**src/island_pkg.sv**
```systemverilog
// Shared definitions for the safety island memory subsystem.
// Holds the address map, bus widths, region codes and SoC control
// register offsets. Modules refer to these by scoped names.

`default_nettype none

package island_pkg;

  // --------------------------------------------------
  // Bus widths
  // --------------------------------------------------

  // Byte address on the word bus
  typedef logic [31:0] addr_t;
  // One data word
  typedef logic [31:0] data_t;
  // One enable bit per byte of data_t
  typedef logic [3:0]  strb_t;
  // Boot mode code sampled from the pin
  typedef logic [1:0]  bootmode_t;

  // Region chosen by the address decoder
  typedef enum logic {
    REGION_MEM,
    REGION_PERIPH
  } region_e;

  // --------------------------------------------------
  // Address map
  // --------------------------------------------------

  // First word of bank 0, bank 1 follows directly
  localparam addr_t MemBaseAddr       = 32'h1000_0000;
  localparam addr_t PeriphBaseAddr    = 32'h2000_0000;
  // SoC control registers live at the start of the peripheral window
  localparam addr_t PeriphWindowBytes = 32'h0000_1000;

  localparam addr_t BootAddrDefault   = PeriphBaseAddr + 32'h0000_1080;

  // Returned for any access that hits the error target
  localparam data_t ErrorRdata        = 32'hBADC_AB1E;

  // --------------------------------------------------
  // SoC control register offsets
  // --------------------------------------------------

  localparam addr_t RegBootAddrOffs   = 32'h0000_0000;
  localparam addr_t RegFetchEnOffs    = 32'h0000_0004;
  localparam addr_t RegBootModeOffs   = 32'h0000_0008;

endpackage

`default_nettype wire

```
**src/island_bus_if.sv**
```systemverilog
// Word bus with req/gnt/rvalid handshake.
// A request is accepted when req and gnt are high together; the response
// follows one cycle later with rvalid, rdata and err.

`timescale 1ns/1ps
`default_nettype none

interface island_bus_if;

  // Request side
  logic               req;
  logic               gnt;
  logic               we;
  island_pkg::strb_t  be;
  island_pkg::addr_t  addr;
  island_pkg::data_t  wdata;

  // Response side
  logic               rvalid;
  island_pkg::data_t  rdata;
  logic               err;

  modport initiator (
    output req, we, be, addr, wdata,
    input  gnt, rvalid, rdata, err
  );

  modport target (
    input  req, we, be, addr, wdata,
    output gnt, rvalid, rdata, err
  );

  // Observes the response only
  modport monitor (
    input rvalid, rdata, err
  );

endinterface

`default_nettype wire

```
**src/region_decoder.sv**
```systemverilog
// Splits requester accesses between the memory and peripheral regions.
// Purely combinational: the request goes out on the chosen bus only and
// the grant comes back from that same bus.

`timescale 1ns/1ps
`default_nettype none

module region_decoder #(
  parameter int unsigned BankNumBytes = 4096
) (
  input  logic                   req_i,
  input  logic                   we_i,
  input  island_pkg::strb_t      be_i,
  input  island_pkg::addr_t      addr_i,
  input  island_pkg::data_t      wdata_i,
  output logic                   gnt_o,
  island_bus_if.initiator        mem_bus,
  island_bus_if.initiator        periph_bus,
  output logic                   accept_o,
  output island_pkg::region_e    region_o
);

  // End of bank 1, exclusive
  localparam island_pkg::addr_t MemEndAddr =
    island_pkg::MemBaseAddr + island_pkg::addr_t'(2 * BankNumBytes);

  island_pkg::region_e region;

  // Everything outside the two banks belongs to the peripheral side
  assign region = ((addr_i >= island_pkg::MemBaseAddr) && (addr_i < MemEndAddr)) ?
                  island_pkg::REGION_MEM : island_pkg::REGION_PERIPH;

  assign mem_bus.req      = req_i && (region == island_pkg::REGION_MEM);
  assign periph_bus.req   = req_i && (region == island_pkg::REGION_PERIPH);

  // Payload fields go to both buses
  assign mem_bus.we       = we_i;
  assign mem_bus.be       = be_i;
  assign mem_bus.addr     = addr_i;
  assign mem_bus.wdata    = wdata_i;
  assign periph_bus.we    = we_i;
  assign periph_bus.be    = be_i;
  assign periph_bus.addr  = addr_i;
  assign periph_bus.wdata = wdata_i;

  assign gnt_o    = (region == island_pkg::REGION_MEM) ? mem_bus.gnt : periph_bus.gnt;
  assign accept_o = req_i && gnt_o;
  assign region_o = region;

endmodule

`default_nettype wire

```
**src/flat_wrapper.sv**
```systemverilog
// flat-port wrapper written by rule: the top's interface ports become plain ports
module region_decoder_flat 
#(
  parameter int unsigned BankNumBytes = 4096
)
  (req_i, we_i, be_i, addr_i, wdata_i, gnt_o, accept_o, region_o, mem_bus_req, mem_bus_we, mem_bus_be, mem_bus_addr, mem_bus_wdata, mem_bus_gnt, mem_bus_rvalid, mem_bus_rdata, mem_bus_err, periph_bus_req, periph_bus_we, periph_bus_be, periph_bus_addr, periph_bus_wdata, periph_bus_gnt, periph_bus_rvalid, periph_bus_rdata, periph_bus_err);
  island_bus_if mem_bus_i ();
  island_bus_if periph_bus_i ();
  input  logic req_i;
  input  logic we_i;
  input  island_pkg::strb_t be_i;
  input  island_pkg::addr_t addr_i;
  input  island_pkg::data_t wdata_i;
  output logic gnt_o;
  output logic accept_o;
  output island_pkg::region_e region_o;
  output wire logic [$bits(mem_bus_i.req)-1:0] mem_bus_req;
  output wire logic [$bits(mem_bus_i.we)-1:0] mem_bus_we;
  output wire logic [$bits(mem_bus_i.be)-1:0] mem_bus_be;
  output wire logic [$bits(mem_bus_i.addr)-1:0] mem_bus_addr;
  output wire logic [$bits(mem_bus_i.wdata)-1:0] mem_bus_wdata;
  input wire logic [$bits(mem_bus_i.gnt)-1:0] mem_bus_gnt;
  input wire logic [$bits(mem_bus_i.rvalid)-1:0] mem_bus_rvalid;
  input wire logic [$bits(mem_bus_i.rdata)-1:0] mem_bus_rdata;
  input wire logic [$bits(mem_bus_i.err)-1:0] mem_bus_err;
  output wire logic [$bits(periph_bus_i.req)-1:0] periph_bus_req;
  output wire logic [$bits(periph_bus_i.we)-1:0] periph_bus_we;
  output wire logic [$bits(periph_bus_i.be)-1:0] periph_bus_be;
  output wire logic [$bits(periph_bus_i.addr)-1:0] periph_bus_addr;
  output wire logic [$bits(periph_bus_i.wdata)-1:0] periph_bus_wdata;
  input wire logic [$bits(periph_bus_i.gnt)-1:0] periph_bus_gnt;
  input wire logic [$bits(periph_bus_i.rvalid)-1:0] periph_bus_rvalid;
  input wire logic [$bits(periph_bus_i.rdata)-1:0] periph_bus_rdata;
  input wire logic [$bits(periph_bus_i.err)-1:0] periph_bus_err;
  assign mem_bus_req = mem_bus_i.req;
  assign mem_bus_we = mem_bus_i.we;
  assign mem_bus_be = mem_bus_i.be;
  assign mem_bus_addr = mem_bus_i.addr;
  assign mem_bus_wdata = mem_bus_i.wdata;
  assign mem_bus_i.gnt = mem_bus_gnt;
  assign mem_bus_i.rvalid = mem_bus_rvalid;
  assign mem_bus_i.rdata = mem_bus_rdata;
  assign mem_bus_i.err = mem_bus_err;
  assign periph_bus_req = periph_bus_i.req;
  assign periph_bus_we = periph_bus_i.we;
  assign periph_bus_be = periph_bus_i.be;
  assign periph_bus_addr = periph_bus_i.addr;
  assign periph_bus_wdata = periph_bus_i.wdata;
  assign periph_bus_i.gnt = periph_bus_gnt;
  assign periph_bus_i.rvalid = periph_bus_rvalid;
  assign periph_bus_i.rdata = periph_bus_rdata;
  assign periph_bus_i.err = periph_bus_err;
  region_decoder #(.BankNumBytes(BankNumBytes)) u_core (.req_i(req_i), .we_i(we_i), .be_i(be_i), .addr_i(addr_i), .wdata_i(wdata_i), .gnt_o(gnt_o), .mem_bus(mem_bus_i), .periph_bus(periph_bus_i), .accept_o(accept_o), .region_o(region_o));
endmodule
```
**config.mk**
```make
export PLATFORM = sky130hd
export DESIGN_NAME = region_decoder_flat
export DESIGN_NICKNAME = d
export VERILOG_FILES = /design/src/island_pkg.sv /design/src/island_bus_if.sv /design/src/region_decoder.sv /design/src/flat_wrapper.sv
export SDC_FILE = /design/constraint.sdc
export NUM_CORES = 1
export LEC_CHECK = 0
export ABC_AREA = 1
export BUFFER_PORTS_ARGS = -buffer_cell sky130_fd_sc_hd__buf_2
export CORE_AREA = 3 3 108 110
export DETAILED_ROUTE_END_ITERATION = 10
export DIE_AREA = 0 0 111 113
export PLACE_DENSITY = 0.58
export SLEW_MARGIN = 10
export SYNTH_ARGS = -nofsm -noshare
export SYNTH_HDL_FRONTEND = slang
export SYNTH_SLANG_ARGS = --single-unit
```
**constraint.sdc**
```tcl
create_clock -name vclk -period 1.9
set_input_delay 0.285 -clock vclk [all_inputs]
set_output_delay 0.285 -clock vclk [all_outputs]
set_load 0.01 [all_outputs]
```
==> results_dict.tcl <==
set metrics [dict create \
    leakagePower_uw 0.000346 \
    critPathLaunchType "primary input" \
    dieWidth_um 111 \
    fmax_mhz 623 \
    place_area_um2 682 \
    worst_setup_path_end_kind "primary output" \
    grt_pass1_vias 538 \
    avgRoutedWirePerCell_um 9.10 \
    met2_usage 0.0514 \
    hold_depth 0 \
    nFlopsAndLatches 0 \
    cp_max_fo 3 \
    num_vias 593 \
    fin_crit_ns 1.61 \
    power.density_nw_per_um2 180 \
    viasPerCell 2.42 \
    multiInputGateArea_um2 155 \
    cts_setup_buffers 0 \
    nNetsFinal 247 \
    synthCells 178 \
    hold_violations 0 \
    ctsResizeCount 0 \
    die_h_um 113 \
    grt_first_pass_wirelength_um 3020 \
    portBuffers 65 \
    ys_seq_area_frac 0 \
    use_met1 0.0180 \
    cap_violations 0 \
    ys_warn_count 0 \
    initial_core_util 0.113 \
    coreArea_um2 10800 \
    holdPathEnd "mem_bus_addr[4]" \
    seq_power_share 0 \
    hp-start "addr_i[4]" \
    rsz0062_at_grt "false" \
    clock_buffers 0 \
    final_util 0.0632 \
    n_fill_cell 1252 \
    drt-total-wl_um 2230 \
    synth_nets 318 \
    ioPinCount 283 \
    worst_pin_slew_ns 0.224 \
    fp-row-count 38 \
    criticalPathCategory "primary input to primary output" \
    syn_to_final_growth_pct -44.0 \
    grt_max_degree 5 \
    netlist_top_cells_count "buf_4 (138), nor2_1 (14), nand2_1 (9)" \
    dieArea_um2 12500 \
    stdcell_area_um2 682 \
    synth_cell_types 11 \
    gr-usage-met3 0.00749 \
    clkPwrFrac 0 \
    finalSetupViolations 0 \
    slew_headroom 0.849 \
    dr.pass1.iters 4 \
    final.period_utilization 0.845 \
    overflow 0 \
    status "finished, final reports clean" \
    grt_usage 0.0294 \
    syn_area_per_cell_um2 6.84 \
    required_ns 1.62 \
    gr-max-usage-layer "met4" \
    cts_hold_buf 0 \
    power_frac_comb 1.000 \
    ir_drop_uv 37.6 \
    cell_internal_pwr_uw 53.0 \
    gp_congestion 0.750 \
    seq_area_um2 0 \
    synth_top_area_frac 0.851 \
    drive_gt1_frac 0.657 \
    diodes 0 \
    dp_hpwl_um 1950 \
    synth_area_leaders "buf_4 (85%), nor2_1 (4.3%), nand2_1 (2.8%)" \
    p_sw_frac 0.569 \
    antenna_found_initial 0 \
    ant_nets 0 \
    cp.arrival_ns 1.32 \
    synth_area_leader_cell "buf_4" \
    switching_power_uw 69.9 \
    drt_iter0_drc 15 \
    synth_area_um2 1220 \
    final.setup.tns_ns 0 \
    drc 0 \
    synth.most_common_cell "buf_4" \
    finalMaxSlewViolations 0 \
    hold_class "primary input to primary output" \
]
## per-stage QoR
stage	std cells	total power (uW)	setup slack (ns)	hold WS (ns)
floorplan	178	317	0.645	0.662
global route	245	135	0.128	0.570
CTS	245	125	0.250	0.570
detailed placement	245	125	0.252	0.570
global placement	245	124	0.258	0.570
finish	245	123	0.294	0.570
## power by group through the flow
stage / Clock [uW] / Sequential, uW / Combinational [uW]
detailed placement: 0 / 0 / 125
finish: 0 / 0 / 123
global route: 0 / 0 / 135
CTS: 0 / 0 / 125
global placement: 0 / 0 / 124
floorplan: 0 / 0 / 317
## how the worst max path moves through the flow
stage,start,to,slack [ns],cells after the start
5_1_grt,addr_i[19],accept_o,0.13,9
3_3_place_gp,addr_i[19],accept_o,0.26,9
2_1_floorplan,addr_i[19],mem_bus_req,0.64,5
3_5_place_dp,addr_i[19],accept_o,0.25,9
6_report,addr_i[19],accept_o,0.29,9
4_1_cts,addr_i[19],accept_o,0.25,9
## metal layers
metal | wire length, um | up-vias | part of all wire
met5 | 0 | - | 0
met4 | 378 | 0 | 0.17
met3 | 489 | 46 | 0.22
met2 | 934 | 79 | 0.42
met1 | 426 | 214 | 0.19
li1 | - | 254 | -
## layout make-up
class | instances | area share
inverter | 7 | 0.0385
multi-input combinational | 33 | 0.228
tap | 140 | 0.257
timing repair buffer | 65 | 0.477
## cells in the final DEF, fill, tap and decap left out, drive strengths merged
master / n
nor2: 17
inv: 7
nor3: 1
nor4: 2
nand4: 1
buf: 65
nand2: 9
and2: 1
nand3: 2
## kinds of logic after synthesis
family,share of synthesized area
buffers and inverters,0.873
AND/OR/NAND/NOR,0.127
## worst max-delay path, stage by stage
cell	delay, ns
buf_2	0.11
nor2_1	0.09
nand2_1	0.14
nor2_2	0.19
nand3_1	0.14
nand2_1	0.08
nand2_1	0.08
nor2_2	0.08
buf_2	0.13
Power figures use the tool's default switching activity.
