$ cat src/island_pkg.sv
// Shared definitions for the safety island memory subsystem.
// Holds the address map, bus widths, region codes and SoC control
// register offsets. Modules refer to these by scoped names.

`default_nettype none

package island_pkg;

  // --------------------------------------------------
  // Bus widths
  // --------------------------------------------------

  // Byte address on the word bus
  typedef logic [31:0] addr_t;
  // One data word
  typedef logic [31:0] data_t;
  // One enable bit per byte of data_t
  typedef logic [3:0]  strb_t;
  // Boot mode code sampled from the pin
  typedef logic [1:0]  bootmode_t;

  // Region chosen by the address decoder
  typedef enum logic {
    REGION_MEM,
    REGION_PERIPH
  } region_e;

  // --------------------------------------------------
  // Address map
  // --------------------------------------------------

  // First word of bank 0, bank 1 follows directly
  localparam addr_t MemBaseAddr       = 32'h1000_0000;
  localparam addr_t PeriphBaseAddr    = 32'h2000_0000;
  // SoC control registers live at the start of the peripheral window
  localparam addr_t PeriphWindowBytes = 32'h0000_1000;

  localparam addr_t BootAddrDefault   = PeriphBaseAddr + 32'h0000_1080;

  // Returned for any access that hits the error target
  localparam data_t ErrorRdata        = 32'hBADC_AB1E;

  // --------------------------------------------------
  // SoC control register offsets
  // --------------------------------------------------

  localparam addr_t RegBootAddrOffs   = 32'h0000_0000;
  localparam addr_t RegFetchEnOffs    = 32'h0000_0004;
  localparam addr_t RegBootModeOffs   = 32'h0000_0008;

endpackage

`default_nettype wire

$ cat src/island_bus_if.sv
// Word bus with req/gnt/rvalid handshake.
// A request is accepted when req and gnt are high together; the response
// follows one cycle later with rvalid, rdata and err.

`timescale 1ns/1ps
`default_nettype none

interface island_bus_if;

  // Request side
  logic               req;
  logic               gnt;
  logic               we;
  island_pkg::strb_t  be;
  island_pkg::addr_t  addr;
  island_pkg::data_t  wdata;

  // Response side
  logic               rvalid;
  island_pkg::data_t  rdata;
  logic               err;

  modport initiator (
    output req, we, be, addr, wdata,
    input  gnt, rvalid, rdata, err
  );

  modport target (
    input  req, we, be, addr, wdata,
    output gnt, rvalid, rdata, err
  );

  // Observes the response only
  modport monitor (
    input rvalid, rdata, err
  );

endinterface

`default_nettype wire

$ cat src/resp_combiner.sv
// Merges the responses of both regions onto the requester port.
// Remembers which region took the request in each cycle and passes that
// region's response through in the following cycle.

`timescale 1ns/1ps
`default_nettype none

module resp_combiner (
  input  logic                clk_i,
  input  logic                rst_ni,
  input  logic                accept_i,
  input  island_pkg::region_e region_i,
  island_bus_if.monitor       mem_bus,
  island_bus_if.monitor       periph_bus,
  output logic                rvalid_o,
  output island_pkg::data_t   rdata_o,
  output logic                err_o
);

  logic                pending_q;
  island_pkg::region_e region_q;
  logic                sel_mem;

  // One response in flight at most
  always_ff @(posedge clk_i or negedge rst_ni) begin
    if (!rst_ni) begin
      pending_q <= 1'b0;
      region_q  <= island_pkg::REGION_MEM;
    end else begin
      pending_q <= accept_i;
      if (accept_i) region_q <= region_i;
    end
  end

  assign sel_mem = (region_q == island_pkg::REGION_MEM);

  assign rvalid_o = pending_q && (sel_mem ? mem_bus.rvalid : periph_bus.rvalid);
  assign rdata_o  = sel_mem ? mem_bus.rdata : periph_bus.rdata;
  assign err_o    = sel_mem ? mem_bus.err   : periph_bus.err;

endmodule

`default_nettype wire

$ cat src/flat_wrapper.sv
// flat-port wrapper written by rule: the top's interface ports become plain ports
module resp_combiner_flat 
  (clk_i, rst_ni, accept_i, region_i, rvalid_o, rdata_o, err_o, mem_bus_rvalid, mem_bus_rdata, mem_bus_err, periph_bus_rvalid, periph_bus_rdata, periph_bus_err);
  island_bus_if mem_bus_i ();
  island_bus_if periph_bus_i ();
  input  logic clk_i;
  input  logic rst_ni;
  input  logic accept_i;
  input  island_pkg::region_e region_i;
  output logic rvalid_o;
  output island_pkg::data_t rdata_o;
  output logic err_o;
  input wire logic [$bits(mem_bus_i.rvalid)-1:0] mem_bus_rvalid;
  input wire logic [$bits(mem_bus_i.rdata)-1:0] mem_bus_rdata;
  input wire logic [$bits(mem_bus_i.err)-1:0] mem_bus_err;
  input wire logic [$bits(periph_bus_i.rvalid)-1:0] periph_bus_rvalid;
  input wire logic [$bits(periph_bus_i.rdata)-1:0] periph_bus_rdata;
  input wire logic [$bits(periph_bus_i.err)-1:0] periph_bus_err;
  assign mem_bus_i.rvalid = mem_bus_rvalid;
  assign mem_bus_i.rdata = mem_bus_rdata;
  assign mem_bus_i.err = mem_bus_err;
  assign periph_bus_i.rvalid = periph_bus_rvalid;
  assign periph_bus_i.rdata = periph_bus_rdata;
  assign periph_bus_i.err = periph_bus_err;
  resp_combiner u_core (.clk_i(clk_i), .rst_ni(rst_ni), .accept_i(accept_i), .region_i(region_i), .mem_bus(mem_bus_i), .periph_bus(periph_bus_i), .rvalid_o(rvalid_o), .rdata_o(rdata_o), .err_o(err_o));
endmodule
$ cat config.mk
export PLATFORM = sky130hd
export DESIGN_NAME = resp_combiner_flat
export DESIGN_NICKNAME = d
export VERILOG_FILES = /design/src/island_pkg.sv /design/src/island_bus_if.sv /design/src/resp_combiner.sv /design/src/flat_wrapper.sv
export SDC_FILE = /design/constraint.sdc
export NUM_CORES = 1
export LEC_CHECK = 0
export ABC_AREA = 0
export BUFFER_PORTS_ARGS = -buffer_cell sky130_fd_sc_hd__buf_2
export CORE_UTILIZATION = 30
export CTS_BUF_LIST = sky130_fd_sc_hd__clkbuf_16
export DETAILED_ROUTE_END_ITERATION = 8
export PLACE_DENSITY = 0.84
export SYNTH_ARGS = -nofsm -noshare
export SYNTH_HDL_FRONTEND = slang
export SYNTH_SLANG_ARGS = --single-unit
$ cat constraint.sdc
create_clock -name clk_i -period 2.5 [get_ports clk_i]
set_input_delay 0.125 -clock clk_i [delete_from_list [all_inputs] [get_ports clk_i]]
set_output_delay 0.125 -clock clk_i [all_outputs]
set_load 0.005 [all_outputs]
==> impl_metrics.tcl, run 1 <==
set metrics [dict create \
    drtPass1Iterations 4 \
    gr-total-overflow 0 \
    globalRouteTotalUtil_pct 14.1 \
    p_leak_uw 0.000748 \
    drt-total-wl_um 2170 \
    netlist.area_leader.share_pct 69.2 \
    clkTransAtPathRegs_ps 30 \
    seq_power_share_pct 11.7 \
    syn_avg_cell_area_um2 15.0 \
    synthFlopType "dfrtp_1" \
    synth.most_common_cell "mux2_4" \
    drive_gt1_share_pct 96.6 \
    power.internal_uw 406 \
    syn-cell-area_um2 629 \
    crit_arrival_ps 1780 \
    cts_resized 0 \
    synth_top_area_cell "mux2_4" \
    period_minus_slack_ps 1910 \
    cts_made_buffers 3 \
    ioPinCount 106 \
    comb_power_share_pct 42.0 \
    drcViolationCount 0 \
    worst_ep_required_time_ps 2380 \
    io_buffer_count 105 \
    final-hold-violation-count 0 \
    critPathMaxStageDelay_ps 1010 \
    async_flop_share_pct 100 \
    power.density_mw_per_mm2 440 \
    critPathLaunchType "flop" \
    cts_max_level 1 \
    crit_path_max_fanout 35 \
    power_uw 531 \
    maxCapViolCount 0 \
    power.switching_uw 125 \
    cts_tree "yes" \
    placeableCoreArea_mm2 0.00196 \
    num_vias 744 \
    rsz0062_at_grt "false" \
    crit_slowest_cell "dfrtp_2" \
    synth-edff-count 0 \
    ant_nets 0 \
    post_drt_wl_per_cell_um 12.4 \
    start_util_pct 32.1 \
    regArea_um2 51.3 \
    fin_crit_sh_pct 76.3 \
    peakVddDrop_mv 0.511 \
    via_per_inst 4.25 \
    cts.sinks 2 \
    ys_top_cells_by_area "mux2_4 69%, buf_12 9.5%, mux2_2 8.9%, dfrtp_1 8.0%, buf_6 1.8%" \
    die_h_um 47.8 \
    drt_iter0_markers 3 \
    busiest_layer "met2" \
    n_antenna_cell 0 \
    clk_path_buf_depth 2 \
    place_area_mm2 0.00112 \
    use_met2_pct 29.5 \
    ys_ff_latch 2 \
    grt_use_met1_pct 13.7 \
    syn-num-nets 114 \
    grt_pass1_wl_um 2280 \
    grt_max_degree 36 \
    syn-instance-count 42 \
    tightest_slew_ps 989 \
    status "finished, final reports clean" \
    crit_path_end_kind "output port" \
    crit_chain "mux2_2 > buf_2" \
    multi_input_area_um2 508 \
    hold_path_class "input pin to flop" \
    num_rows 16 \
    postCtsHoldBufs 1 \
    synth.distinct_cells 7 \
    seq_area_frac_synth_pct 7.95 \
    slew_violations 0 \
    post-cts-setup-buffer-count 0 \
    layout.nets 221 \
    stdcell_count 175 \
    final_core_util_pct 61.5 \
    crit_type "flop to output port" \
    grt_pass1_vias 575 \
    globalRouteMet3Util_pct 1.51 \
    numPlacedInstances 170 \
    p_sw_share_pct 23.6 \
    fillers 172 \
    hpwlAfterDp_um 1790 \
    clock_skew_ps 0 \
    yosys_warnings 0 \
    clockPowerShare_pct 46.3 \
    gp_congestion 0.642 \
    syn_to_final_growth_pct 91.8 \
    die_area_mm2 0.00228 \
    timing.fmax_ghz 0.524 \
    setup_viol 0 \
    root_buffer "clkbuf_16" \
    synth_common_cells "29 x mux2_4, 5 x mux2_2, 3 x buf_12" \
    die_x_um 47.8 \
    fin_setup_tns_ps 0 \
    clock_latency_ps 220 \
    antenna_found_initial 0 \
    final_area_mm2 0.00121 \
    slew_headroom_pct 34.1 \
]
-- path summary, 6_finish.rpt --
kind | startpoint | end | slack (ps) | cells past startpoint
worst min-delay path | accept_i | u_core.pending_q$_DFF_PN0_ | 40 | 1
worst max register to register | u_core.region_q$_DFFE_PN0P_ | u_core.region_q$_DFFE_PN0P_ | 1130 | 1
min in group asynchronous | rst_ni | u_core.region_q$_DFFE_PN0P_ | 230 | 2
worst min register to register | u_core.region_q$_DFFE_PN0P_ | u_core.region_q$_DFFE_PN0P_ | 1210 | 1
worst max-delay path | u_core.region_q$_DFFE_PN0P_ | rdata_o[29] | 590 | 2
max in group asynchronous | rst_ni | u_core.region_q$_DFFE_PN0P_ | 2160 | 2
-- layout make-up --
class                   instances  share of cell area (%)
repair buffers                106                    44.4
multi-input cells              36                    42.1
clock buffers                   3                    6.22
flip-flops and latches          2                    4.25
well taps                      27                    2.80
clock inverters                 1                   0.311
-- layer usage --
layer	vias up	routed length, um
met5	-	0
met4	0	0
met3	0	227
met2	56	1240
met1	320	705
li1	368	-
-- worst max-delay path: cells and delay by family (launching register included) --
kind | cells | cell delay (ps)
buf+inv | 1 | 120
flops | 1 | 1010
mux | 1 | 410
-- through the flow --
stage               setup slack [ps]  hold WS (ps)
global route                     538          36.1
finish                           592          36.0
global placement                 874         -90.6
CTS                              595          34.2
detailed placement               829         -86.3
floorplan                       1440          -171
-- state kept, by name, indices dropped and copies added, names as in the netlist --
name / cells
u_core.pending_q: 1
u_core.region_q: 1
-- cell usage in the layout, fill, tap and decap left out --
cell type,netlist,layout
buf_2,0,105
mux2_4,29,29
mux2_2,5,5
clkbuf_16,0,3
mux2i_1,1,1
nor2b_1,1,1
inv_1,0,1
dlygate4sd3_1,0,1
dfrtp_1,2,1
dfrtp_2,0,1
-- logic make-up after synthesis --
group	synth area share [%]
mux	79.7
simple gates	0.995
flops	7.95
buf+inv	11.3
-- power groups by stage --
stage          registers [uW]  logic, uW  clock network [uW]
2_1_floorplan            36.1        158                   0
3_3_place_gp             61.0        217                   0
3_5_place_dp             62.5        223                   0
4_1_cts                  62.0        225                 252
5_1_grt                  63.9        242                 253
6_report                 62.2        223                 246
Note: power is estimated with default switching activity, not from simulation.
==> run 2, diff against run 1 <==
--- a/config.mk
+++ b/config.mk
@@ -7,10 +7,10 @@
 export LEC_CHECK = 0
 export ABC_AREA = 0
 export BUFFER_PORTS_ARGS = -buffer_cell sky130_fd_sc_hd__buf_2
-export CORE_UTILIZATION = 30
+export CORE_UTILIZATION = 25
 export CTS_BUF_LIST = sky130_fd_sc_hd__clkbuf_16
 export DETAILED_ROUTE_END_ITERATION = 8
-export PLACE_DENSITY = 0.84
+export PLACE_DENSITY = 0.74
 export SYNTH_ARGS = -nofsm -noshare
 export SYNTH_HDL_FRONTEND = slang
 export SYNTH_SLANG_ARGS = --single-unit
==> constraint.sdc (replaced) <==
create_clock -name clk_i -period 1.7 [get_ports clk_i]
set_input_delay 0.085 -clock clk_i [delete_from_list [all_inputs] [get_ports clk_i]]
set_output_delay 0.085 -clock clk_i [all_outputs]
set_load 0.005 [all_outputs]
==> impl_metrics.tcl, run 2 (same netlist as run 1, synthesis figures left out) <==
set metrics [dict create \
    fin_setup_tns_ps 0 \
    start_util_pct 27.4 \
    clock_latency_ps 230 \
    crit_type "flop to output port" \
    crit_path_end_kind "output port" \
    cts.sinks 2 \
    slew_violations 0 \
    n_antenna_cell 0 \
    worst_ep_required_time_ps 1620 \
    ioPinCount 106 \
    die_h_um 52.2 \
    drtPass1Iterations 1 \
    final_cell_mix "105 x buf_2, 29 x mux2_4, 5 x mux2_2" \
    post-cts-setup-buffer-count 0 \
    crit_path_max_fanout 18 \
    io_buffer_count 105 \
    cts_resized 0 \
    hold_path_class "input pin to flop" \
    globalRouteTotalUtil_pct 13.6 \
    crit_arrival_ps 1360 \
    status "finished, final reports clean" \
    timing.fmax_ghz 0.694 \
    rrSetupSlack_ps 680 \
    drt-total-wl_um 2020 \
    whs_ps 97.9 \
    grt_pass1_wl_um 2770 \
    final_common_cell "buf_2" \
    cts_max_level 1 \
    p_leak_uw 0.000762 \
    grt_max_degree 19 \
    root_buffer "clkbuf_16" \
    top_regs "u_core.pending_q: 1 flops, u_core.region_q: 1 flops" \
    die_x_um 52.2 \
    num_rows 17 \
    placeableCoreArea_mm2 0.00230 \
    num_vias 766 \
    critPathLaunchType "flop" \
    power.density_mw_per_mm2 641 \
    cts_made_buffers 3 \
    final-hold-violation-count 0 \
    tightest_slew_ps 298 \
    gr-total-overflow 0 \
    layout.nets 224 \
    drt_iter0_markers 0 \
    die_area_mm2 0.00272 \
    period_minus_slack_ps 1440 \
    gp_congestion 0.660 \
    via_per_inst 4.28 \
    peakVddDrop_mv 0.662 \
    clock_skew_ps 0 \
    slew_headroom_pct 80.2 \
    drcViolationCount 0 \
    syn_to_final_growth_pct 96.0 \
    clk_path_buf_depth 2 \
    post_drt_wl_per_cell_um 11.3 \
    drive_gt1_share_pct 96.0 \
    rsz0062_at_grt "false" \
    setup_viol 0 \
    antenna_found_initial 0 \
    postCtsHoldBufs 2 \
    fin_crit_sh_pct 84.8 \
    cts_tree "yes" \
    ant_nets 0 \
    maxCapViolCount 0 \
    grt_pass1_vias 763 \
    clkTransAtPathRegs_ps 30 \
]
## run 2: area by class of cell
type,instances,area (um2)
clock buffer,3,75.1
tap,28,35.0
sequential,2,51.3
timing repair buffer,109,561
multi-input combinational,36,508
fill,199,1060
clock inverter,1,3.75
## run 2: critical path, stage by stage, from the launching register on
cell and delay [ps]:
dfrtp_2 340, buf_4 290, mux2_2 370, buf_2 120
## run 2: where the power goes
part	leakage [uW]	switching, uW	internal [uW]
clock network	0.0000423	65.5	303
registers	0.0000223	1.33	51.9
logic	0.000697	122	246
## run 2: path summary, 6_finish.rpt
kind	start	to	cells past startpoint
worst max register to register	u_core.region_q$_DFFE_PN0P_	u_core.region_q$_DFFE_PN0P_	2
worst min register to register	u_core.region_q$_DFFE_PN0P_	u_core.region_q$_DFFE_PN0P_	2
worst min-delay path	region_i	u_core.region_q$_DFFE_PN0P_	2
worst max-delay path	u_core.region_q$_DFFE_PN0P_	err_o	3
max in group asynchronous	rst_ni	u_core.region_q$_DFFE_PN0P_	2
min in group asynchronous	rst_ni	u_core.region_q$_DFFE_PN0P_	2
## run 2: through the flow
step | cells | worst slack, ps | util (%) | power (uW) | instance area (um2)
global placement | 173 | 514 | 49.4 | 412 | 1130
finish | 179 | 259 | 53.7 | 790 | 1230
detailed placement | 173 | 490 | 49.4 | 422 | 1130
floorplan | 42 | 683 | - | 285 | 629
CTS | 179 | 249 | 53.7 | 800 | 1230
global route | 179 | 209 | 53.7 | 833 | 1230
## run 2: per-layer routing
| layer | up-vias | share of wire (%) | track usage (%) |
|---|---|---|---|
| met5 | - | 0 | 0 |
| met4 | 0 | 1.4 | 6.58 |
| met3 | 2 | 9.3 | 1.16 |
| met2 | 59 | 59 | 30.8 |
| met1 | 331 | 30 | 10.9 |
| li1 | 374 | - | - |
