[config.mk]
export PLATFORM = sky130hd
export DESIGN_NAME = periph_block_flat
export DESIGN_NICKNAME = d
export VERILOG_FILES = /design/src/island_pkg.sv /design/src/island_bus_if.sv /design/src/periph_block.sv /design/src/flat_wrapper.sv
export SDC_FILE = /design/constraint.sdc
export NUM_CORES = 1
export LEC_CHECK = 0
export BUFFER_PORTS_ARGS = -buffer_cell sky130_fd_sc_hd__buf_2
export CAP_MARGIN = 20
export CORE_ASPECT_RATIO = 1.4
export CORE_UTILIZATION = 34
export CTS_BUF_LIST = sky130_fd_sc_hd__clkbuf_4 sky130_fd_sc_hd__clkbuf_8
export CTS_CLUSTER_DIAMETER = 200
export DETAILED_ROUTE_END_ITERATION = 10
export PLACE_DENSITY_LB_ADDON = 0.08
export SLEW_MARGIN = 20
export SYNTH_ARGS = -nofsm -noshare
export SYNTH_HDL_FRONTEND = slang
export SYNTH_SLANG_ARGS = --single-unit
[constraint.sdc]
create_clock -name clk_i -period 2.6 [get_ports clk_i]
set_input_delay 0.52 -clock clk_i [delete_from_list [all_inputs] [get_ports clk_i]]
set_output_delay 0.52 -clock clk_i [all_outputs]
set_load 0.03 [all_outputs]
[src/island_pkg.sv]
// Shared definitions for the safety island memory subsystem.
// Holds the address map, bus widths, region codes and SoC control
// register offsets. Modules refer to these by scoped names.

`default_nettype none

package island_pkg;

  // --------------------------------------------------
  // Bus widths
  // --------------------------------------------------

  // Byte address on the word bus
  typedef logic [31:0] addr_t;
  // One data word
  typedef logic [31:0] data_t;
  // One enable bit per byte of data_t
  typedef logic [3:0]  strb_t;
  // Boot mode code sampled from the pin
  typedef logic [1:0]  bootmode_t;

  // Region chosen by the address decoder
  typedef enum logic {
    REGION_MEM,
    REGION_PERIPH
  } region_e;

  // --------------------------------------------------
  // Address map
  // --------------------------------------------------

  // First word of bank 0, bank 1 follows directly
  localparam addr_t MemBaseAddr       = 32'h1000_0000;
  localparam addr_t PeriphBaseAddr    = 32'h2000_0000;
  // SoC control registers live at the start of the peripheral window
  localparam addr_t PeriphWindowBytes = 32'h0000_1000;

  localparam addr_t BootAddrDefault   = PeriphBaseAddr + 32'h0000_1080;

  // Returned for any access that hits the error target
  localparam data_t ErrorRdata        = 32'hBADC_AB1E;

  // --------------------------------------------------
  // SoC control register offsets
  // --------------------------------------------------

  localparam addr_t RegBootAddrOffs   = 32'h0000_0000;
  localparam addr_t RegFetchEnOffs    = 32'h0000_0004;
  localparam addr_t RegBootModeOffs   = 32'h0000_0008;

endpackage

`default_nettype wire

[src/island_bus_if.sv]
// Word bus with req/gnt/rvalid handshake.
// A request is accepted when req and gnt are high together; the response
// follows one cycle later with rvalid, rdata and err.

`timescale 1ns/1ps
`default_nettype none

interface island_bus_if;

  // Request side
  logic               req;
  logic               gnt;
  logic               we;
  island_pkg::strb_t  be;
  island_pkg::addr_t  addr;
  island_pkg::data_t  wdata;

  // Response side
  logic               rvalid;
  island_pkg::data_t  rdata;
  logic               err;

  modport initiator (
    output req, we, be, addr, wdata,
    input  gnt, rvalid, rdata, err
  );

  modport target (
    input  req, we, be, addr, wdata,
    output gnt, rvalid, rdata, err
  );

  // Observes the response only
  modport monitor (
    input rvalid, rdata, err
  );

endinterface

`default_nettype wire

[src/periph_block.sv]
// SoC control registers and the error target behind one bus target.
// Drives the boot address and fetch enable of the island; fetch enable
// can be overridden from a pin. Addresses outside the control window
// hit the error target, which answers with an error and changes nothing.

`timescale 1ns/1ps
`default_nettype none

module periph_block (
  input  logic                  clk_i,
  input  logic                  rst_ni,
  island_bus_if.target          bus,
  input  island_pkg::bootmode_t bootmode_i,
  input  logic                  fetch_enable_sel_i,
  input  logic                  fetch_enable_i,
  output island_pkg::addr_t     boot_addr_o,
  output logic                  fetch_enable_o
);

  island_pkg::addr_t  offs;
  island_pkg::addr_t  reg_offs;
  logic               in_ctrl;

  logic               boot_addr_sel;
  logic               fetch_en_sel;
  island_pkg::data_t  rdata_d;
  logic               err_d;

  island_pkg::addr_t  boot_addr_q;
  logic               fetch_en_q;
  island_pkg::data_t  rdata_q;
  logic               err_q;
  logic               rvalid_q;

  // Every access is taken at once
  assign bus.gnt = bus.req;

  // --------------------------------------------------
  // Address decode
  // --------------------------------------------------

  assign offs     = bus.addr - island_pkg::PeriphBaseAddr;
  // Byte lanes within a word do not matter for register selection
  assign reg_offs = {offs[31:2], 2'b00};
  assign in_ctrl  = (bus.addr >= island_pkg::PeriphBaseAddr) &&
                    (offs < island_pkg::PeriphWindowBytes);

  always_comb begin
    boot_addr_sel = 1'b0;
    fetch_en_sel  = 1'b0;
    rdata_d       = '0;
    err_d         = 1'b0;
    if (!in_ctrl) begin
      // Error target, same answer for reads and writes
      rdata_d = island_pkg::ErrorRdata;
      err_d   = 1'b1;
    end else begin
      case (reg_offs)
        island_pkg::RegBootAddrOffs: begin
          boot_addr_sel = 1'b1;
          if (!bus.we) rdata_d = boot_addr_q;
        end
        island_pkg::RegFetchEnOffs: begin
          fetch_en_sel = 1'b1;
          if (!bus.we) rdata_d = {31'b0, fetch_en_q};
        end
        island_pkg::RegBootModeOffs: begin
          // Read-only, writes are dropped without error
          if (!bus.we) rdata_d = island_pkg::data_t'(bootmode_i);
        end
        default: begin
          err_d = 1'b1;
        end
      endcase
    end
  end

  // --------------------------------------------------
  // Control registers
  // --------------------------------------------------

  always_ff @(posedge clk_i or negedge rst_ni) begin
    if (!rst_ni) begin
      boot_addr_q <= island_pkg::BootAddrDefault;
      fetch_en_q  <= 1'b0;
    end else if (bus.req && bus.we) begin
      if (boot_addr_sel) begin
        for (int i = 0; i < 4; i++) begin
          if (bus.be[i]) boot_addr_q[8*i +: 8] <= bus.wdata[8*i +: 8];
        end
      end
      // Only bit 0 is kept
      if (fetch_en_sel && bus.be[0]) begin
        fetch_en_q <= bus.wdata[0];
      end
    end
  end

  // --------------------------------------------------
  // Response
  // --------------------------------------------------

  always_ff @(posedge clk_i or negedge rst_ni) begin
    if (!rst_ni) begin
      rvalid_q <= 1'b0;
    end else begin
      rvalid_q <= bus.req;
    end
  end

  always_ff @(posedge clk_i) begin
    if (bus.req) begin
      rdata_q <= rdata_d;
      err_q   <= err_d;
    end
  end

  assign bus.rvalid = rvalid_q;
  assign bus.rdata  = rdata_q;
  assign bus.err    = err_q;

  // Pin override of the fetch enable register
  assign fetch_enable_o = fetch_enable_sel_i ? fetch_enable_i : fetch_en_q;
  assign boot_addr_o    = boot_addr_q;

endmodule

`default_nettype wire

[src/flat_wrapper.sv]
// flat-port wrapper written by rule: the top's interface ports become plain ports
module periph_block_flat 
  (clk_i, rst_ni, bootmode_i, fetch_enable_sel_i, fetch_enable_i, boot_addr_o, fetch_enable_o, bus_req, bus_we, bus_be, bus_addr, bus_wdata, bus_gnt, bus_rvalid, bus_rdata, bus_err);
  island_bus_if bus_i ();
  input  logic clk_i;
  input  logic rst_ni;
  input  island_pkg::bootmode_t bootmode_i;
  input  logic fetch_enable_sel_i;
  input  logic fetch_enable_i;
  output island_pkg::addr_t boot_addr_o;
  output logic fetch_enable_o;
  input wire logic [$bits(bus_i.req)-1:0] bus_req;
  input wire logic [$bits(bus_i.we)-1:0] bus_we;
  input wire logic [$bits(bus_i.be)-1:0] bus_be;
  input wire logic [$bits(bus_i.addr)-1:0] bus_addr;
  input wire logic [$bits(bus_i.wdata)-1:0] bus_wdata;
  output wire logic [$bits(bus_i.gnt)-1:0] bus_gnt;
  output wire logic [$bits(bus_i.rvalid)-1:0] bus_rvalid;
  output wire logic [$bits(bus_i.rdata)-1:0] bus_rdata;
  output wire logic [$bits(bus_i.err)-1:0] bus_err;
  assign bus_i.req = bus_req;
  assign bus_i.we = bus_we;
  assign bus_i.be = bus_be;
  assign bus_i.addr = bus_addr;
  assign bus_i.wdata = bus_wdata;
  assign bus_gnt = bus_i.gnt;
  assign bus_rvalid = bus_i.rvalid;
  assign bus_rdata = bus_i.rdata;
  assign bus_err = bus_i.err;
  periph_block u_core (.clk_i(clk_i), .rst_ni(rst_ni), .bus(bus_i), .bootmode_i(bootmode_i), .fetch_enable_sel_i(fetch_enable_sel_i), .fetch_enable_i(fetch_enable_i), .boot_addr_o(boot_addr_o), .fetch_enable_o(fetch_enable_o));
endmodule
==> summary.md, run 1 <==
| Metric | Value |
|---|---|
| Status | finished, final reports clean |
| Leak pwr | 1.99 nW |
| Via-per-instance ratio | 4.70 |
| Worst EP arrival | 2.40 ns |
| Kind of critical path | primary input to flop |
| Chip Height | 110 um |
| Antenna violations before repair | 0 |
| Max-slew violation count | 0 |
| Pwr/cell area | 578 nW/um^2 |
| Worst-path clk slew | 0.07 ns |
| Root buf cell | clkbuf_8 |
| Dpl hpwl | 5000 um |
| Fmax achieved | 459 MHz |
| Max FO, Critical Path | 8 |
| Worst Reg-to-Reg Cells | 3 |
| # DRC | 0 |
| Max Cap Viol | 0 |
| TritonCTS Buffers | 9 |
| Clock Skews | 0.00912 ns |
| # IOs | 144 |
| Post-synth EDFFs | 33 |
| Synth Area in Compound Gates | 4.96% |
| Die area | 8680 sq um |
| Setup bufs post-CTS | 0 |
| CP max-delay cell | nor4bb_1 |
| H-Tree Depth | 3 |
| I/O Buffers | 141 |
| Largest family of logic cells by synthesized area | multiplexers |
| Initial Utilization | 34.9% |
| Xor/xnor cell area share of the yosys netlist | 0.310% |
| Remaining Overflow, GRT | 0 |
| #FFs+latches synth | 67 |
| TritonCTS clock tree | done |
| Setup TNS | 0 ns |
| Adder-Cell Fraction of Synth Area | 0.443% |
| Tightest Pin Transition | 0.842 ns |
| Sequential-to-total area share from yosys stat | 65.3% |
| Layout cells sized above 1 | 60.5% |
| Post-synth ARST share | 50.7% |
| Final Cycle Share | 83.8% |
| Routed length per placed instance | 14.9 um |
| Worst setup EP type | flop |
| Post-CTS Resized | 0 |
| Routed wire length | 6650 um |
| Final hold violation count | 0 |
| CP dominant cell by count | buf_4 |
| First drt pass iteration count | 4 |
| First-pass GRT wire length | 10000 um |
| Max transition margin | 43.9% |
| Final design utilization | 48.9% |
| Post-Syn Area | 2830 sq um |
| HP Class | primary input to asynchronous set/reset pin |
| Row cnt | 39 |
| Area growth syn-to-layout | 40.3% |
| Iteration-0 DRC Markers | 53 |
| Largest net degree at the start of global routing | 38 |
| Overall Global Routing Usage | 16.1% |
| CTS Buffer Depth | 2 |
| Core region area | 8100 sq um |
| Die width | 79.0 um |
| Synthesized net count | 260 |
| Synth cell types | 28 |
| Final ANT Viol Nets | 0 |
| Fraction of synthesized area in multiplexers | 14.3% |
| Ys flop type | edfxtp_1 |
| Skew-Pair Late Insertion Delay | 0.34 ns |
| RD Place Congestion | 0.761 |
| RSZ-0062 raised after global routing | false |
| # diodes | 0 |
| Vias after detailed routing | 2098 |
| Crit-path cells | buf_2 > inv_1 > ha_1 > nor4bb_1 > nand3_1 > buf_4 > nor4_4 > buf_4 > mux2_2 |
| Maximum vdd drop | 313 uV |
| TritonCTS Sinks | 67 |
| Simple-Gate Fraction of Synth Area | 13.5% |
| Synth Warn # | 0 |
| Crit path largest cell delay | 0.41 ns |
| Startpoint Class | primary input |
| Final setup fails | 0 |
| Number of global-route vias before repair | 2065 |
| NumNets Final | 416 |
| Min cycle time layout | 2.18 ns |
| Cell count after synthesis | 183 |
| WP data required | 2.82 ns |
| Syn avg cell area | 15.4 sq um |
| Post-CTS Hold Fix Bufs | 0 |
## flip-flops by register name, indices dropped and copies added (netlist names)
signal,cells
u_core.boot_addr_o,32
u_core.bus.err,1
u_core.bus.rdata,32
u_core.bus.rvalid,1
u_core.fetch_en_q,1
## critical path: cells and delay by family
family | cells | cell delay (ns)
adder cells (fa/ha/maj) | 1 | 0.26
AND/OR/NAND/NOR | 3 | 0.73
multiplexers | 1 | 0.35
buffers and inverters | 4 | 0.53
## Yosys cell counts (2+ instances only)
| cell type | count | area share [%] |
|---|---|---|
| edfxtp_1 | 33 | 35 |
| mux2_2 | 33 | 13 |
| dfrtp_1 | 31 | 27 |
| a21o_1 | 18 | 4.8 |
| and2_1 | 12 | 2.7 |
| nand2_1 | 8 | 1.1 |
| nor4_1 | 6 | 1.3 |
| nor2_1 | 5 | 0.66 |
| nor4_4 | 5 | 3.8 |
| clkbuf_1 | 4 | 0.53 |
| dfstp_2 | 3 | 2.8 |
| nand4_1 | 3 | 0.66 |
| inv_1 | 2 | 0.27 |
| mux2i_1 | 2 | 0.71 |
| nand3_1 | 2 | 0.35 |
| nor3_1 | 2 | 0.35 |
| nor4bb_1 | 2 | 0.71 |
| or3_1 | 2 | 0.44 |
## final cells by class
type,instances,area [sq um]
clock buffer,11,145
clock inverter,5,76.3
fill,785,4140
inverter,2,7.51
multi-input combinational,108,945
sequential,67,1850
tap,102,128
timing repair buffer,151,818
## metrics by stage
step | hold WS, ns | total power, mW | cells | cell area [sq um] | setup slack (ns)
4_1_cts | 0.309 | 2.32 | 446 | 3970 | 0.395
3_3_place_gp | 0.503 | 1.36 | 430 | 3740 | 0.0702
2_1_floorplan | 0.224 | 1.25 | 183 | 2830 | 0.135
3_5_place_dp | 0.504 | 1.36 | 430 | 3740 | 0.0216
5_1_grt | 0.328 | 2.38 | 446 | 3970 | 0.215
6_report | 0.283 | 2.29 | 446 | 3970 | 0.421
## worst paths after layout
check                                            from                     end  slack (ns)
max in group asynchronous                      rst_ni  u_core.boot_addr_o[21]        1.78
worst min register to register  u_core.boot_addr_o[0]   u_core.boot_addr_o[0]        0.51
worst max-delay path                     bus_addr[29]   u_core.boot_addr_o[3]        0.42
worst min-delay path                           rst_ni   u_core.boot_addr_o[1]        0.28
min in group clk_i                       bus_wdata[6]   u_core.boot_addr_o[6]        0.41
worst max register to register  u_core.boot_addr_o[1]     u_core.bus.rdata[1]        1.49
## cells in the final DEF, fill, tap and decap left out, types with 3 or more instances in the layout
| master | count |
|---|---|
| a21o_1 | 18 |
| and2_1 | 12 |
| buf_12 | 3 |
| buf_2 | 141 |
| buf_4 | 7 |
| clkbuf_8 | 10 |
| dfrtp_1 | 31 |
| dfstp_2 | 3 |
| edfxtp_1 | 33 |
| mux2_2 | 33 |
| nand2_1 | 8 |
| nand4_1 | 3 |
| nor2_1 | 5 |
| nor4_1 | 6 |
| nor4_4 | 5 |
## power breakdown
part           internal [mW]  leakage, nW  switching (mW)
Sequential              1.14        0.787         0.00566
Clock                  0.572        0.112           0.383
Combinational         0.0684         1.09           0.125
Total                   1.78         1.99           0.514
## metal layers
metal	vias up	share of wire [%]	wire (um)	track usage [%]
met2	97	54	3610	28.8
met5	-	0	0	0
met3	17	7.5	499	5.39
li1	995	-	-	-
met1	989	35	2320	16.1
met4	0	3.3	218	9.74
## cells by family (layout without fill, tap and decap cells)
group,after synthesis,count (layout)
compound gates,19,19
xor+xnor,1,1
fa+ha+maj,1,1
buf+inv,8,169
flops,67,67
mux,36,36
simple gates,51,51
Note: power is estimated with default switching activity, not from simulation.
==> run 2, diff against run 1 <==
clock period = 1.9 ns   (was 2.6 ns; I/O delays follow)
==> run 2 against run 1 <==
  * Clock skew down 0.00066 ns
  * Global-route usage up 0.25 points
  * Cell count is 3.6% higher
  * Critical path type unchanged
  * Largest power group unchanged
  * Highest routed layer unchanged
==> summary.md, run 2 (synthesized netlist as in run 1, its figures left out) <==
| Metric | Value |
|---|---|
| First-pass GRT wire length | 10300 um (was 10000 um) |
| Clock Skews | 0.00845 ns (was 0.00912 ns) |
| NumNets Final | 432 (was 416) |
| Initial Utilization | 34.9% (unchanged) |
| Overall Global Routing Usage | 16.4% (was 16.1%) |
| Leak pwr | 2.09 nW (was 1.99 nW) |
| Status | finished, final reports clean (unchanged) |
| Vias after detailed routing | 2150 (was 2098) |
| Worst R2R End | u_core.bus.rdata[1] (unchanged) |
| RD Place Congestion | 0.815 (was 0.761) |
| Largest net degree at the start of global routing | 36 (was 38) |
| H-Tree Depth | 3 (unchanged) |
| Worst Reg-to-Reg Cells | 3 (unchanged) |
| # IOs | 144 (unchanged) |
| CTS Buffer Depth | 2 (unchanged) |
| Final design utilization | 52.2% (was 48.9%) |
| Fmax achieved | 544 MHz |
| Pwr/cell area | 725 nW/um^2 (was 578 nW/um^2) |
| Area growth syn-to-layout | 49.8% (was 40.3%) |
| TritonCTS clock tree | done (unchanged) |
| Commonest non-fill, non-tap cells in the layout | buf_2 (139), edfxtp_1 (33), dfrtp_1 (31), mux2_2 (25), buf_4 (20) (was buf_2 (141), mux2_2 (33), edfxtp_1 (33), dfrtp_1 (31), a21o_1 (18)) |
| Iteration-0 DRC Markers | 65 (was 53) |
| R2r setup slk | 0.80 ns (was 1.49 ns) |
| Max FO, Critical Path | 8 (unchanged) |
| Die area | 8680 sq um (unchanged) |
| Final Cycle Share | 96.7% |
| Tot Pwr | 3.07 mW (was 2.29 mW) |
| RSZ-0062 raised after global routing | true (was false) |
| Number of global-route vias before repair | 2176 (was 2065) |
| First drt pass iteration count | 4 (unchanged) |
| Antenna violations before repair | 0 (unchanged) |
| Top routing layer used | met4 (unchanged) |
| TritonCTS Buffers | 9 (unchanged) |
| Layout cells sized above 1 | 65.6% (was 60.5%) |
| Routed length per placed instance | 14.6 um (was 14.9 um) |
| Met2 wire len | 3630 um (was 3610 um) |
| Crit path largest cell delay | 0.33 ns (was 0.41 ns) |
| Core region area | 8100 sq um (unchanged) |
| Via-per-instance ratio | 4.65 (was 4.70) |
| CP max-delay cell | mux2_2 (was nor4bb_1) |
| DR WL met3 | 437 um (was 499 um) |
| Kind of critical path | primary input to flop (unchanged) |
| Row cnt | 39 (unchanged) |
| Die width | 79.0 um (unchanged) |
| WP data required | 2.13 ns (was 2.82 ns) |
| TritonCTS Sinks | 67 (unchanged) |
| Crit-path cells | buf_8 > inv_8 > ha_4 > nor4bb_4 > nand3_2 > buf_6 > buf_4 > nor4_4 > buf_12 > mux2_2 (was buf_2 > inv_1 > ha_1 > nor4bb_1 > nand3_1 > buf_4 > nor4_4 > buf_4 > mux2_2) |
| I/O Buffers | 141 (unchanged) |
| Buf/Inv on CP | 5 (was 4) |
| Routed wire length | 6760 um (was 6650 um) |
| RR Startpoint | u_core.boot_addr_o[1] (unchanged) |
| Critical Path Source | bus_addr[30] (was bus_addr[29]) |
| Final setup fails | 0 (unchanged) |
| Tightest Pin Transition | 0.468 ns (was 0.842 ns) |
| Skew-Pair Late Insertion Delay | 0.34 ns (about the same) |
| Worst setup EP type | flop (unchanged) |
| Final ANT Viol Nets | 0 (unchanged) |
| Final hold violation count | 0 (unchanged) |
| Dpl hpwl | 5200 um (was 5000 um) |
| Worst EP arrival | 2.06 ns (was 2.40 ns) |
| Commonest non-fill, non-tap cell in the layout | buf_2 (unchanged) |
| # DRC | 0 (unchanged) |
| Worst-path clk slew | 0.07 ns (about the same) |
| Max Cap Viol | 0 (unchanged) |
| Min-delay src | bus_wdata[6] |
| CP top delay family | buffers and inverters (was simple AND/OR/NAND/NOR gates) |
| Remaining Overflow, GRT | 0 (unchanged) |
| Root buf cell | clkbuf_8 (unchanged) |
| Chip Height | 110 um (unchanged) |
| # diodes | 0 (unchanged) |
| Fillers | 762 (was 785) |
| Hold Path End | u_core.boot_addr_o[6] |
| Hold path depth | 2 |
| HP Class | primary input to flop (was primary input to asynchronous set/reset pin) |
| Max transition margin | 68.8% (was 43.9%) |
| Min cycle time layout | 1.84 ns |
| Max-slew violation count | 0 (unchanged) |
| Startpoint Class | primary input (unchanged) |
| Maximum vdd drop | 339 uV (was 313 uV) |
| Metal-1 WL | 2540 um (was 2320 um) |
## run 2: cell types whose count changed in the layout (fill, tap and decap cells not counted), moves of 4 or more
cell,change
mux2_2,-8
mux2_4,+8
nor4_1,-4
buf_4,+13
## run 2: worst max-delay path by stage
stage                                   endpoint  slack, ns  depth (start not counted)
after floorplan             u_core.bus.rdata[15]      -0.10                          8
after global placement     u_core.boot_addr_o[5]      -0.30                          9
after detailed placement   u_core.boot_addr_o[2]      -0.33                          9
after CTS                  u_core.boot_addr_o[2]       0.05                          9
after global routing      u_core.boot_addr_o[10]      -0.04                          9
final                     u_core.boot_addr_o[25]       0.06                         10
## run 2: through the flow
stage / cell area, sq um / worst slack [ns] / hold WS [ns] / cells / setup TNS [ns]
2_1_floorplan: 2950 / -0.103 / 0.0844 / 183 / -3.93
3_3_place_gp: 3960 / -0.299 / 0.350 / 444 / -15.42
3_5_place_dp: 3960 / -0.327 / 0.354 / 444 / -16.07
4_1_cts: 4170 / 0.0548 / 0.246 / 461 / 0
5_1_grt: 4230 / -0.0411 / 0.249 / 462 / -0.225
6_report: 4230 / 0.0630 / 0.261 / 462 / 0
## run 2: where the power goes
group / switching [mW] / internal [mW]
sequential: 0.00889 / 1.56
clock: 0.528 / 0.669
combinational: 0.184 / 0.120
total: 0.721 / 2.35
## run 2: repair_timing
item	4_1_cts	5_1_grt
endpoints found under the hold margin	15	0
resized for setup	0	15
endpoints found under the setup margin	0	12
setup buffers	0	1
hold buffers	1	0
## run 2: layer usage
| metal | up-vias | global-route usage [%] |
|---|---|---|
| met5 | - | 0 |
| met2 | 99 | 29.1 |
| met4 | 0 | 9.09 |
| met3 | 12 | 4.07 |
| li1 | 1026 | - |
| met1 | 1013 | 17.7 |
## run 2: layout make-up
type	instances	area, sq um	area share (%)
Sequential cell	67	1850	43.6
Inverter	2	20.0	0.473
Timing Repair Buffer	167	968	22.9
Clock inverter	4	50.0	1.18
Clock buffer	12	153	3.61
Tap cell	102	128	3.02
Multi-Input combinational cell	108	1070	25.2
